`src/common/lsu_replay_config.svh`:
```
`ifndef LSU_REPLAY_CONFIG_SVH
`define LSU_REPLAY_CONFIG_SVH

// ------------------------------------------------------------
// replay queue sizing
// ------------------------------------------------------------
`define RQ_DEPTH          8
`define RQ_ID_W           3
`define RQ_ALMOST_MARGIN  4   // one slot per lsu stage in flight

// ------------------------------------------------------------
// core widths seen by the queue
// ------------------------------------------------------------
`define ROB_TAG_W         6
`define PADDR_W           32
`define STQ_DEPTH         8
`define MISSU_DEPTH       4
`define HAZ_IDX_W         8   // max of stq and missu depth

`endif
```
`src/common/lsu_replay_pkg.sv`:
```
`include "lsu_replay_config.svh"

package lsu_replay_pkg;

  // ------------------------------------------------------------
  // plain vector types
  // ------------------------------------------------------------
  typedef logic [`RQ_ID_W-1:0]   rq_id_t;     // replay slot number
  typedef logic [`ROB_TAG_W-1:0] rob_tag_t;
  typedef logic [`PADDR_W-1:0]   paddr_t;

  // 0 byte, 1 half, 2 word, 3 double
  typedef logic [1:0]            access_size_t;

  // one bit per stq or missu entry the access waits on
  typedef logic [`HAZ_IDX_W-1:0] haz_mask_t;

  // ------------------------------------------------------------
  // hazard reported by the lsu pipeline
  // ------------------------------------------------------------
  typedef enum logic [1:0] {
    HAZ_L1D_CONFLICT = 2'd0,  // bank conflict, retry next cycle
    HAZ_STQ_WAIT     = 2'd1,  // older stores not yet resolved
    HAZ_MISSU_FULL   = 2'd2,  // no free miss unit entry
    HAZ_MISSU_WAIT   = 2'd3   // line being refilled by missu
  } haz_type_t;

endpackage

```
`src/common/lsu_replay_if.sv`:
```
// hazard push from lsu pipe into the replay queue
// no ready, source checks o_full before pushing
interface replay_push_if
  import lsu_replay_pkg::*;
();

  logic         valid;
  rob_tag_t     tag;
  haz_type_t    haz_type;
  haz_mask_t    haz_mask;
  paddr_t       paddr;
  access_size_t size;

  modport src (output valid, tag, haz_type, haz_mask, paddr, size);
  modport dst (input  valid, tag, haz_type, haz_mask, paddr, size);

endinterface

// re-issue toward the lsu pipe, valid/ready handshake
interface replay_issue_if
  import lsu_replay_pkg::*;
();

  logic         valid;
  logic         ready;
  rob_tag_t     tag;
  haz_type_t    haz_type;
  paddr_t       paddr;
  access_size_t size;

  modport src (output valid, tag, haz_type, paddr, size,
               input  ready);
  modport dst (input  valid, tag, haz_type, paddr, size,
               output ready);

endinterface

```
`src/source/lsu_replay_top.sv`:
```
`include "lsu_replay_config.svh"

module lsu_replay_top
  import lsu_replay_pkg::*;
(
  input  logic                    i_clk,
  input  logic                    i_reset_n,

  // hazard push from lsu pipe
  input  logic                    i_push_valid,
  input  rob_tag_t                i_push_tag,
  input  haz_type_t               i_push_haz_type,
  input  haz_mask_t               i_push_haz_mask,
  input  paddr_t                  i_push_paddr,
  input  access_size_t            i_push_size,

  // resolve events and flush
  input  logic                    i_stq_resolve_valid,
  input  logic [`STQ_DEPTH-1:0]   i_stq_resolve_oh,
  input  logic                    i_missu_full,
  input  logic                    i_missu_resolve_valid,
  input  logic [`MISSU_DEPTH-1:0] i_missu_resolve_oh,
  input  logic                    i_flush,

  // re-issue
  output logic                    o_replay_valid,
  input  logic                    i_replay_ready,
  output rob_tag_t                o_replay_tag,
  output haz_type_t               o_replay_haz_type,
  output paddr_t                  o_replay_paddr,
  output access_size_t            o_replay_size,

  output logic                    o_full,
  output logic                    o_almost_full
);

  replay_push_if  u_push_if  ();
  replay_issue_if u_issue_if ();

  // ------------------------------------------------------------
  // ports to interfaces
  // ------------------------------------------------------------
  assign u_push_if.valid    = i_push_valid;
  assign u_push_if.tag      = i_push_tag;
  assign u_push_if.haz_type = i_push_haz_type;
  assign u_push_if.haz_mask = i_push_haz_mask;
  assign u_push_if.paddr    = i_push_paddr;
  assign u_push_if.size     = i_push_size;

  assign u_issue_if.ready   = i_replay_ready;
  assign o_replay_valid     = u_issue_if.valid;
  assign o_replay_tag       = u_issue_if.tag;
  assign o_replay_haz_type  = u_issue_if.haz_type;
  assign o_replay_paddr     = u_issue_if.paddr;
  assign o_replay_size      = u_issue_if.size;

  replay_queue u_replay_queue (
    .i_clk                 (i_clk),
    .i_reset_n             (i_reset_n),
    .push                  (u_push_if.dst),
    .issue                 (u_issue_if.src),
    .i_stq_resolve_valid   (i_stq_resolve_valid),
    .i_stq_resolve_oh      (i_stq_resolve_oh),
    .i_missu_full          (i_missu_full),
    .i_missu_resolve_valid (i_missu_resolve_valid),
    .i_missu_resolve_oh    (i_missu_resolve_oh),
    .i_flush               (i_flush),
    .o_full                (o_full),
    .o_almost_full         (o_almost_full)
  );

endmodule

```
`src/replay_queue/replay_queue.sv`:
```
`include "lsu_replay_config.svh"

module replay_queue
  import lsu_replay_pkg::*;
(
  input  logic                    i_clk,
  input  logic                    i_reset_n,

  replay_push_if.dst              push,
  replay_issue_if.src             issue,

  input  logic                    i_stq_resolve_valid,
  input  logic [`STQ_DEPTH-1:0]   i_stq_resolve_oh,
  input  logic                    i_missu_full,
  input  logic                    i_missu_resolve_valid,
  input  logic [`MISSU_DEPTH-1:0] i_missu_resolve_oh,
  input  logic                    i_flush,

  output logic                    o_full,
  output logic                    o_almost_full
);

  localparam int PAYLOAD_W = $bits(paddr_t) + $bits(access_size_t);

  logic [`RQ_DEPTH-1:0] r_valid;
  logic [`RQ_DEPTH-1:0] r_dead;
  rob_tag_t             r_tag  [`RQ_DEPTH];
  haz_type_t            r_type [`RQ_DEPTH];
  haz_mask_t            r_mask [`RQ_DEPTH];

  logic                 w_alloc;
  rq_id_t               w_alloc_id;
  logic                 w_free;
  logic                 w_fire;
  logic                 w_any_ready;
  logic                 w_pick_dead;
  logic [`RQ_DEPTH-1:0] w_ready_list;
  logic [`RQ_DEPTH-1:0] w_grant_oh;
  rq_id_t               w_grant_idx;
  rq_id_t               r_sel_ptr;
  haz_mask_t            w_stq_clr;
  haz_mask_t            w_missu_clr;
  logic [PAYLOAD_W-1:0] w_wr_data;
  logic [PAYLOAD_W-1:0] w_rd_data;
  logic [`RQ_ID_W:0]    r_count;    // 0 .. depth

  assign w_alloc     = push.valid;
  assign w_any_ready = |w_ready_list;
  assign w_pick_dead = w_any_ready & r_dead[w_grant_idx];
  assign w_fire      = issue.valid & issue.ready;
  assign w_free      = w_fire | w_pick_dead;   // dead picks leave without issuing

  assign w_stq_clr   = i_stq_resolve_valid   ? haz_mask_t'(i_stq_resolve_oh)   : '0;
  assign w_missu_clr = i_missu_resolve_valid ? haz_mask_t'(i_missu_resolve_oh) : '0;

  free_list u_free_list (
    .i_clk     (i_clk),
    .i_reset_n (i_reset_n),
    .i_push    (w_free),
    .i_push_id (w_grant_idx),
    .i_pop     (w_alloc),
    .o_pop_id  (w_alloc_id)
  );

  // ------------------------------------------------------------
  // entry state
  // ------------------------------------------------------------
  always_ff @(posedge i_clk, negedge i_reset_n) begin
    if (!i_reset_n) begin
      r_valid <= '0;
      r_dead  <= '0;
    end else begin
      for (int q = 0; q < `RQ_DEPTH; q++) begin
        if (w_alloc && (w_alloc_id == rq_id_t'(q))) begin
          r_valid[q] <= 1'b1;
          r_dead[q]  <= 1'b0;
        end else if (w_free && w_grant_oh[q]) begin
          r_valid[q] <= 1'b0;
          r_dead[q]  <= 1'b0;
        end else if (i_flush && r_valid[q]) begin
          r_dead[q]  <= 1'b1;   // drained later, never issued
        end
      end
    end
  end

  always_ff @(posedge i_clk) begin
    for (int q = 0; q < `RQ_DEPTH; q++) begin
      if (w_alloc && (w_alloc_id == rq_id_t'(q))) begin
        r_tag[q]  <= push.tag;
        r_type[q] <= push.haz_type;
        // l1d conflict sits one cycle so the bank can free up
        r_mask[q] <= (push.haz_type == HAZ_L1D_CONFLICT) ? haz_mask_t'(1) : push.haz_mask;
      end else begin
        case (r_type[q])
          HAZ_L1D_CONFLICT : r_mask[q] <= '0;
          HAZ_STQ_WAIT     : r_mask[q] <= r_mask[q] & ~w_stq_clr;
          HAZ_MISSU_FULL   : r_mask[q] <= i_missu_full ? r_mask[q] : '0;
          HAZ_MISSU_WAIT   : r_mask[q] <= r_mask[q] & ~w_missu_clr;
        endcase
      end
    end
  end

  always_comb begin
    for (int q = 0; q < `RQ_DEPTH; q++) begin
      w_ready_list[q] = r_valid[q] & ((r_mask[q] == '0) | r_dead[q]);
    end
  end

  // ------------------------------------------------------------
  // pick and issue
  // ------------------------------------------------------------
  replay_select #(.WIDTH(`RQ_DEPTH)) u_select (
    .i_req       (w_ready_list),
    .i_ptr       (r_sel_ptr),
    .o_grant_oh  (w_grant_oh),
    .o_grant_idx (w_grant_idx)
  );

  // pointer parks on a stalled pick so valid and payload hold
  always_ff @(posedge i_clk, negedge i_reset_n) begin
    if (!i_reset_n) begin
      r_sel_ptr <= '0;
    end else if (w_free) begin
      r_sel_ptr <= (w_grant_idx == rq_id_t'(`RQ_DEPTH - 1)) ? '0 : w_grant_idx + 1'b1;
    end else if (w_any_ready) begin
      r_sel_ptr <= w_grant_idx;
    end
  end

  assign w_wr_data = {push.paddr, push.size};

  payload_ram #(.WIDTH(PAYLOAD_W), .WORDS(`RQ_DEPTH)) u_payload_ram (
    .i_clk     (i_clk),
    .i_wr      (w_alloc),
    .i_wr_addr (w_alloc_id),
    .i_wr_data (w_wr_data),
    .i_rd_addr (w_grant_idx),
    .o_rd_data (w_rd_data)
  );

  assign issue.valid             = w_any_ready & ~r_dead[w_grant_idx];
  assign issue.tag               = r_tag[w_grant_idx];
  assign issue.haz_type          = r_type[w_grant_idx];
  assign {issue.paddr, issue.size} = w_rd_data;

  // ------------------------------------------------------------
  // occupancy
  // ------------------------------------------------------------
  always_ff @(posedge i_clk, negedge i_reset_n) begin
    if (!i_reset_n) begin
      r_count <= '0;
    end else begin
      case ({w_free, w_alloc})
        2'b01   : r_count <= r_count + 1'b1;
        2'b10   : r_count <= r_count - 1'b1;
        default : r_count <= r_count;   // push and free cancel
      endcase
    end
  end

  assign o_full        = (r_count == (`RQ_ID_W+1)'(`RQ_DEPTH));
  assign o_almost_full = (r_count >= (`RQ_ID_W+1)'(`RQ_DEPTH - `RQ_ALMOST_MARGIN));

endmodule

```
`src/replay_queue/replay_select.sv`:
```
module replay_select
  import lsu_replay_pkg::*;
#(
  parameter int WIDTH = 8
)
(
  input  logic [WIDTH-1:0] i_req,
  input  rq_id_t           i_ptr,
  output logic [WIDTH-1:0] o_grant_oh,
  output rq_id_t           o_grant_idx
);

  logic [WIDTH-1:0] w_ptr_mask;   // bits at or above the pointer
  logic [WIDTH-1:0] w_upper_req;
  logic [WIDTH-1:0] w_pick_src;

  assign w_ptr_mask  = ~((WIDTH'(1) << i_ptr) - WIDTH'(1));
  assign w_upper_req = i_req & w_ptr_mask;

  // nothing above the pointer, wrap to the bottom
  assign w_pick_src  = (|w_upper_req) ? w_upper_req : i_req;

  // isolate lowest set bit
  assign o_grant_oh  = w_pick_src & (~w_pick_src + WIDTH'(1));

  // ------------------------------------------------------------
  // one-hot to binary
  // ------------------------------------------------------------
  always_comb begin
    o_grant_idx = '0;
    for (int i = 0; i < WIDTH; i++) begin
      if (o_grant_oh[i]) begin
        o_grant_idx = rq_id_t'(i);
      end
    end
  end

endmodule

```
`src/replay_queue/payload_ram.sv`:
```
module payload_ram
  import lsu_replay_pkg::*;
#(
  parameter int WIDTH = 34,
  parameter int WORDS = 8
)
(
  input  logic             i_clk,

  input  logic             i_wr,
  input  rq_id_t           i_wr_addr,
  input  logic [WIDTH-1:0] i_wr_data,

  input  rq_id_t           i_rd_addr,
  output logic [WIDTH-1:0] o_rd_data
);

  logic [WIDTH-1:0] r_mem [WORDS];

  always_ff @(posedge i_clk) begin
    if (i_wr) begin
      r_mem[i_wr_addr] <= i_wr_data;
    end
  end

  // lutram style read, same cycle as the pick
  assign o_rd_data = r_mem[i_rd_addr];

endmodule

```
`src/replay_queue/free_list.sv`:
```
`include "lsu_replay_config.svh"

module free_list
  import lsu_replay_pkg::*;
(
  input  logic   i_clk,
  input  logic   i_reset_n,

  input  logic   i_push,     // slot released
  input  rq_id_t i_push_id,

  input  logic   i_pop,      // slot allocated
  output rq_id_t o_pop_id
);

  rq_id_t r_ring [`RQ_DEPTH];
  rq_id_t r_head;
  rq_id_t r_tail;

  function automatic rq_id_t next_ptr(input rq_id_t ptr);
    if (ptr == rq_id_t'(`RQ_DEPTH - 1)) begin
      return '0;
    end
    return ptr + 1'b1;
  endfunction

  // ------------------------------------------------------------
  // ring of free ids, full at reset
  // ------------------------------------------------------------
  always_ff @(posedge i_clk, negedge i_reset_n) begin
    if (!i_reset_n) begin
      r_head <= '0;
      r_tail <= '0;
      for (int i = 0; i < `RQ_DEPTH; i++) begin
        r_ring[i] <= rq_id_t'(i);
      end
    end else begin
      if (i_pop) begin
        r_head <= next_ptr(r_head);
      end
      if (i_push) begin
        r_ring[r_tail] <= i_push_id;
        r_tail         <= next_ptr(r_tail);
      end
    end
  end

  // occupancy lives in the queue, head is always a free id when popped
  assign o_pop_id = r_ring[r_head];

endmodule

```
`config.mk`:
```
export PLATFORM = sky130hd
export DESIGN_NAME = lsu_replay_top
export DESIGN_NICKNAME = d
export VERILOG_FILES = /design/src/common/lsu_replay_pkg.sv /design/src/common/lsu_replay_if.sv /design/src/source/lsu_replay_top.sv /design/src/replay_queue/replay_queue.sv /design/src/replay_queue/replay_select.sv /design/src/replay_queue/payload_ram.sv /design/src/replay_queue/free_list.sv
export VERILOG_INCLUDE_DIRS = /design/src /design/src/common
export SDC_FILE = /design/constraint.sdc
export NUM_CORES = 1
export LEC_CHECK = 0
export BUFFER_PORTS_ARGS = -buffer_cell sky130_fd_sc_hd__buf_2
export CAP_MARGIN = 20
export CORE_AREA = 2 2 149 259
export CTS_CLUSTER_SIZE = 20
export DETAILED_ROUTE_END_ITERATION = 16
export DIE_AREA = 0 0 151 261
export PLACE_DENSITY = 0.75
export REMOVE_ABC_BUFFERS = 1
export SETUP_SLACK_MARGIN = 0.2
export SYNTH_ARGS = -nofsm -noshare
export SYNTH_HDL_FRONTEND = slang
export SYNTH_SLANG_ARGS = --single-unit
export TNS_END_PERCENT = 30
```
`constraint.sdc`:
```
create_clock -name i_clk -period 4.9 [get_ports i_clk]
set_input_delay 0.735 -clock i_clk [delete_from_list [all_inputs] [get_ports i_clk]]
set_output_delay 0.735 -clock i_clk [all_outputs]
set_load 0.01 [all_outputs]
```
==> impl_results.md, run 1 <==
- Outcome: finished with violations
- Failing checks: negative setup slack
- Die area: approximately 39000 µm²
- Crit path max fanout: 8
- Met1 Use GR: between 30% and 40%
- Worst clock skew: about 0.020 ns
- Vias/cell: between 6 and 7
- CORE AREA: roughly 37000 µm²
- Port buffer count: about 110
- Final setup violation count: 45
- TNS Setup: -11.90 ns
- Post-route cell area: around 25000 µm²
- IO Count: 115
- CTS clock-pin slew for the worst setup and hold paths: around 0.06 ns
- Routed Antenna Nets: 0
- Die extent in x: between 150 and 200 µm
- Pin count of the biggest net entering global routing: 83
- CTS tree: built
- Max-cap violation count: 0
- GPL Wtd Cong: 1.01
- Clk buf depth: 3
- DR pass1 iterations: 9
- Worst min path class: input port to asynchronous set/reset pin
- Initial antenna violation count: 4
- Met3 Usage GRT: roughly 4.5%
- Gr ovfl total: 0
- Final core occ: roughly two thirds
- Mapped Area: just over 20000 µm²
- Commonest non-fill, non-tap cell in the layout: nand2_1
- Setup Crit Path Kind: flip-flop to primary output
- Vias: around 16000
- Number of H-tree levels: 2
- Primary FF master, synth: edfxtp_1
- Post-route setup slack: -0.354 ns
- Share of cells above drive strength 1: 24.0%
- RSZ-0062 raised after global routing: yes
- GR peak layer: met2
- GRT Total Usage: 30.1%
- Final min period: approximately 5.3 ns
- WP data required: between 4 and 5 ns
- Syn Inst Count: about 1800
- Placed instance area: roughly 22000 µm²
- P&R area growth vs syn: 23.1%
- Ys async rst share: a little under an eighth
- Startpoint types: flip-flop
- Yosys warning count: 0
- Crit. End Element: primary output
- Relative slew slack: around two fifths
- Rows: 94
- Clk root buf: clkbuf_16
- Synthesized flop and latch total: between 400 and 500
- Iter 0 DRT Violations: between 1500 and 2000
- Num CTS Buffers: 39
- Fin nets: approximately 2100
- Worst skew pair latency: around 0.56 ns
- Vias in the first global route: about 16000
- HPWL Detailed: 34.4 mm
- Post-synth EDFFs: 400
- Final period util: 107%
- Critical path arrival: 4.52 ns
- Initial Util: between 50 and 60%
- Syn_area_per_cell: 11.5 µm²
- Number of remaining DRC errors: 0
- GR Util met2: between 50% and 60%
- Max Fclk: 190 MHz
- Final Max Slew Viols: 0
- WL per Instance: 24.5 µm
- Actual slew at the worst max-slew pin: 0.871 ns
- Num Clock Sinks: 453
- WL final: 61.5 mm
- Most frequent cells in the layout: nand2_1 (441), edfxtp_1 (400), nand3_1 (229)
- Final hold violation count: 0
- Sequential share of the synthesized area: between 60% and 70%
- Netlist cell types: 81
- Die height: between 200 and 300 µm
- First-pass GRT wire length: just under 90 mm
- WHS: 0.317 ns
- Layout fillers: 2572
-- sequential cells by signal (all words and copies together), names as in the netlist --
name,cells
u_replay_queue.u_payload_ram.r_mem,272
u_replay_queue.r_mask,64
u_replay_queue.r_tag,48
u_replay_queue.u_free_list.r_ring,24
u_replay_queue.r_type,16
u_replay_queue.r_dead,8
u_replay_queue.r_valid,8
u_replay_queue.r_count,4
u_replay_queue.r_sel_ptr,3
u_replay_queue.u_free_list.r_head,3
u_replay_queue.u_free_list.r_tail,3
-- layer usage --
metal | share of wire (%) | up-vias
met5 | 0.039 | -
met4 | 7.8 | 4
met3 | 8.0 | 306
met2 | 52 | 1010
met1 | 32 | 7781
li1 | - | 6985
-- logic make-up after synthesis --
kind of cell | count (synthesis) | share of synthesized area, %
AOI/OAI and AO/OA | 227 | 7.74
adders and majority gates | 10 | 0.618
muxes | 32 | 2.10
buffers and inverters | 131 | 2.53
and+or+nand+nor | 894 | 20.7
DFF | 453 | 66.0
xor gates and xnor gates | 7 | 0.303
-- through the flow --
step           cells  worst slack (ns)
6_report        2509            -0.354
5_1_grt         2509            -0.506
4_1_cts         2487            -0.233
3_5_place_dp    2340            0.0308
3_3_place_gp    2340            0.0690
2_1_floorplan   1649             -3.30
-- path summary, 6_finish.rpt --
kind                                                   from                                   endpoint  slack, ns  cells past startpoint
worst max-delay path            u_replay_queue.r_sel_ptr[1]                         o_replay_paddr[13]      -0.35                     21
min in group i_clk                         i_push_paddr[28]  u_replay_queue.u_payload_ram.r_mem[0][30]       0.44                      1
worst min-delay path                              i_reset_n                   u_replay_queue.r_dead[2]       0.32                      2
max in group asynchronous                         i_reset_n                u_replay_queue.r_sel_ptr[1]       4.07                      2
worst max register to register  u_replay_queue.r_sel_ptr[0]                u_replay_queue.r_sel_ptr[0]      -0.21                     40
worst min register to register    u_replay_queue.r_count[3]                  u_replay_queue.r_count[3]       0.49                      1
-- Yosys cell counts (10+ instances only) --
library cell	number	area (µm²)
nand2_1	456	1710
edfxtp_1	400	12000
nand3_1	244	1220
clkbuf_1	90	338
o21ai_0	87	435
dfrtp_1	41	1030
nand4_1	36	225
nor2_1	36	135
o211ai_1	32	240
a32o_1	24	240
inv_1	24	90.1
nor2b_1	23	144
a21oi_1	22	110
nor4_1	17	106
mux2_2	15	169
dfstp_2	12	315
buf_1	10	37.5
ha_1	10	125
nand2b_1	10	62.6
-- critical path: stages (launching register included) --
cell and delay (ns):
dfrtp_2 0.45, or3_4 0.41, ha_4 0.19, or3b_4 0.26
nand3_4 0.08, or3b_4 0.45, nor2b_1 0.15, a31oi_1 0.12
buf_4 0.16, nand3_4 0.09, nor4_4 0.35, nor2_4 0.09
inv_4 0.08, buf_12 0.15, buf_12 0.16, buf_8 0.13
buf_6 0.12, nand2_4 0.05, nand3_2 0.08, nand2_2 0.06
o21ai_2 0.18, buf_2 0.16
-- area by class of cell --
cell class | instances | area [µm²] | share of cell area [%]
antenna | 2 | 5.00 | 0.0201
clock inverter | 16 | 175 | 0.703
multi-input combinational | 1170 | 6760 | 27.1
tap | 480 | 601 | 2.41
clock buffer | 54 | 1050 | 4.22
inverter | 26 | 100 | 0.402
sequential | 453 | 13400 | 53.6
timing repair buffer | 308 | 2870 | 11.5
-- repair_timing --
action / CTS / global route
setup endpoints to repair: 46 / 60
pin swaps: 26 / 30
cloned: 17 / 4
gates resized for setup: 98 / 81
endpoints found under the hold margin: 0 / 0
buffers inserted: 60 / 16
hold buffers: 0 / 0
Power of run 1 is not shown: default switching activity piles up to over one toggle a cycle in this logic, so the estimate is an artifact.
==> inputs of run 2 (changes only) <==
Settings changed: CORE_AREA 2 2 149 259 to 5 5 152 262, DIE_AREA 0 0 151 261 to 0 0 157 267.
==> run 2 against run 1 <==
  * Worst hold slack gained 0.0099 ns
  * Via count shrank 4.2%
  * Non-clock buffer count fell by 61
  * The flow still finishes with violations (negative setup slack)
  * Register-to-register slack improved by 0.14 ns
  * Largest cell class unchanged
  * Global-route usage decreased by 4.7 points
==> impl_results.md, run 2 (same netlist as run 1, synthesis figures left out) <==
- Final setup violation count: 44
- TNS Setup: -10.52 ns
- Worst clock skew: roughly 0.028 ns
- Worst path buffer plus inverter count: 7
- CP top delay family: simple AND/OR/NAND/NOR gates
- Largest Register: u_replay_queue.u_payload_ram.r_mem
- Post-route setup slack: -0.304 ns
- Commonest non-fill, non-tap cell in the layout: nand2_1
- Most frequent cells in the layout: nand2_1 (433), edfxtp_1 (400), nand3_1 (215)
- GRT Total Usage: 25.4%
- Final core occ: approximately 65%
- Met1 Use GR: a little over a quarter
- First-pass GRT wire length: roughly 80 mm
- Iter 0 DRT Violations: between 1500 and 2000
- Setup Crit Path Kind: flip-flop to primary output
- Met3 Usage GRT: 3.28%
- IO Count: between 100 and 150
- Number of remaining DRC errors: 0
- Post-Place Setup Slack: -0.0668 ns
- Number of H-tree levels: 2
- WHS: roughly 0.33 ns
- Vias/cell: about 6.3
- HPWL Detailed: 34.4 mm
- Clk root buf: clkbuf_16
- Max Fclk: 192 MHz
- Fin nets: between 2000 and 2500
- Worst skew pair latency: 0.56 ns
- CP Cell Sequence: inv_2 > or3_4 > ha_4 > or3b_4 > nand3_4 > or3b_4 > nor2b_4 > a31oi_4 > buf_6 > nand3_4 > nor4_4 > nor2_4 > inv_4 > buf_12 > buf_12 > clkbuf_16 > nand2_1 > nand3_1 > nand2_1 > o21ai_1 > buf_2
- RSZ-0062 raised after global routing: yes
- Failing checks: negative setup slack
- Worst min path class: input port to asynchronous set/reset pin
- WL per Instance: roughly 23 µm
- GPL Wtd Cong: roughly 0.97
- GR peak layer: met2
- # hold bufs at CTS: 0
- Area of the multi-input gates: ~6800 µm²
- GR Util met2: 46.7%
- Die extent in x: about 160 µm
- Share of cells above drive strength 1: 22.7%
- WP data required: between 4 and 5 ns
- Final hold violation count: 0
- Initial antenna violation count: 2
- Routed Antenna Nets: 0
- Gr ovfl total: 0
- P&R area growth vs syn: 19.8%
- Crit. End Element: primary output
- Max-cap violation count: 0
- Actual slew at the worst max-slew pin: between 0.8 and 0.9 ns
- Die height: approximately 270 µm
- Vias: 15400
- Crit path max fanout: 8
- Final min period: 5.20 ns
- Die area: ~42000 µm²
- Critical path arrival: 4.47 ns
- Pin count of the biggest net entering global routing: 54
- WL final: ~56 mm
- Port buffer count: 114
- Regs by FF count: u_replay_queue.u_payload_ram.r_mem x272, u_replay_queue.r_mask x64, u_replay_queue.r_tag x48
- Reg area: around 13000 µm²
- Clk buf depth: 3
- Num Clock Sinks: about 450
- Final Max Slew Viols: 0
- Layout fillers: between 2000 and 3000
- CORE AREA: 37500 µm²
- CP max stage cell: or3b_4
- Relative slew slack: between 40% and 50%
- CTS clock-pin slew for the worst setup and hold paths: ~0.06 ns
- Num CTS Buffers: 39
- Final period util: 106%
- Startpoint types: flip-flop
- DR pass1 iterations: 8
- Number of flip-flops in the largest register: 272
- Slowest stage delay, CP: approximately 0.44 ns
- Vias in the first global route: around 15000
- Rows: 94
- Initial Util: between 50% and 60%
- CTS tree: built
- Outcome: finished with violations
run 2: cell count changes in the layout (fill, tap and decap cells not counted), sizes merged:
cell | before | now
clkinv | 19 | 24
buf | 300 | 241
clkbuf | 58 | 57
bufbuf | 4 | 1
bufinv | 3 | 2
inv | 18 | 19
clkinvlp | 2 | 0
run 2: per-stage QoR:
step / std cells / instance area (µm²)
floorplan: 1649 / 19800
global placement: 2321 / 21700
detailed placement: 2321 / 21700
CTS: 2420 / 23600
global route: 2447 / 24200
finish: 2449 / 24200
run 2: final timing paths:
| check | slack, ns | from | cells past startpoint | to |
|---|---|---|---|---|
| min | 0.33 | i_reset_n | 2 | u_replay_queue.u_free_list.r_ring[19] |
| max | -0.30 | u_replay_queue.r_sel_ptr[0] | 21 | o_replay_paddr[23] |
| min in group i_clk | 0.45 | i_push_paddr[29] | 1 | u_replay_queue.u_payload_ram.r_mem[6][31] |
| min reg2reg | 0.49 | u_replay_queue.u_free_list.r_ring[9] | 1 | u_replay_queue.u_free_list.r_ring[9] |
| max in group asynchronous | 4.12 | i_reset_n | 2 | u_replay_queue.r_valid[3] |
| max reg2reg | -0.07 | u_replay_queue.r_sel_ptr[0] | 24 | u_replay_queue.r_count[3] |
run 2: worst register-to-register path: stages (launching register included):
cell	delay (ns)
dfrtp_1	0.39
inv_2	0.05
or3_4	0.39
ha_4	0.19
buf_4	0.13
xnor2_1	0.13
and3b_2	0.25
a2111oi_4	0.33
buf_6	0.18
buf_4	0.13
a31oi_4	0.10
buf_6	0.15
nand3_4	0.10
buf_4	0.13
o21ba_2	0.16
nor4_1	0.27
o22a_1	0.32
nor3_4	0.07
nor3_2	0.19
ha_2	0.25
buf_4	0.13
nor4bb_2	0.30
a211oi_1	0.10
a211oi_1	0.28
xor2_1	0.18
run 2: timing repair:
item / in CTS / in global routing
endpoints found under the setup margin: 45 / 47
pin swaps: 22 / 31
gates cloned: 6 / 7
resized for setup: 98 / 69
buffers inserted: 22 / 20
run 2: cell type report:
cell class	instances	area share [%]
clock buffer	52	4.45
sequential	453	55.1
clock inverter	19	0.676
inverter	26	0.413
tap	480	2.48
timing repair buffer	247	8.79
multi-input combinational	1170	28.1
antenna	2	0.0206
run 2: layer usage:
layer	vias to the layer above	share of wire, %
met4	2	6.7
met3	254	7.2
met2	898	53
met5	-	0.023
li1	6847	-
met1	7406	33
Power of run 2 is left out for the same reason.
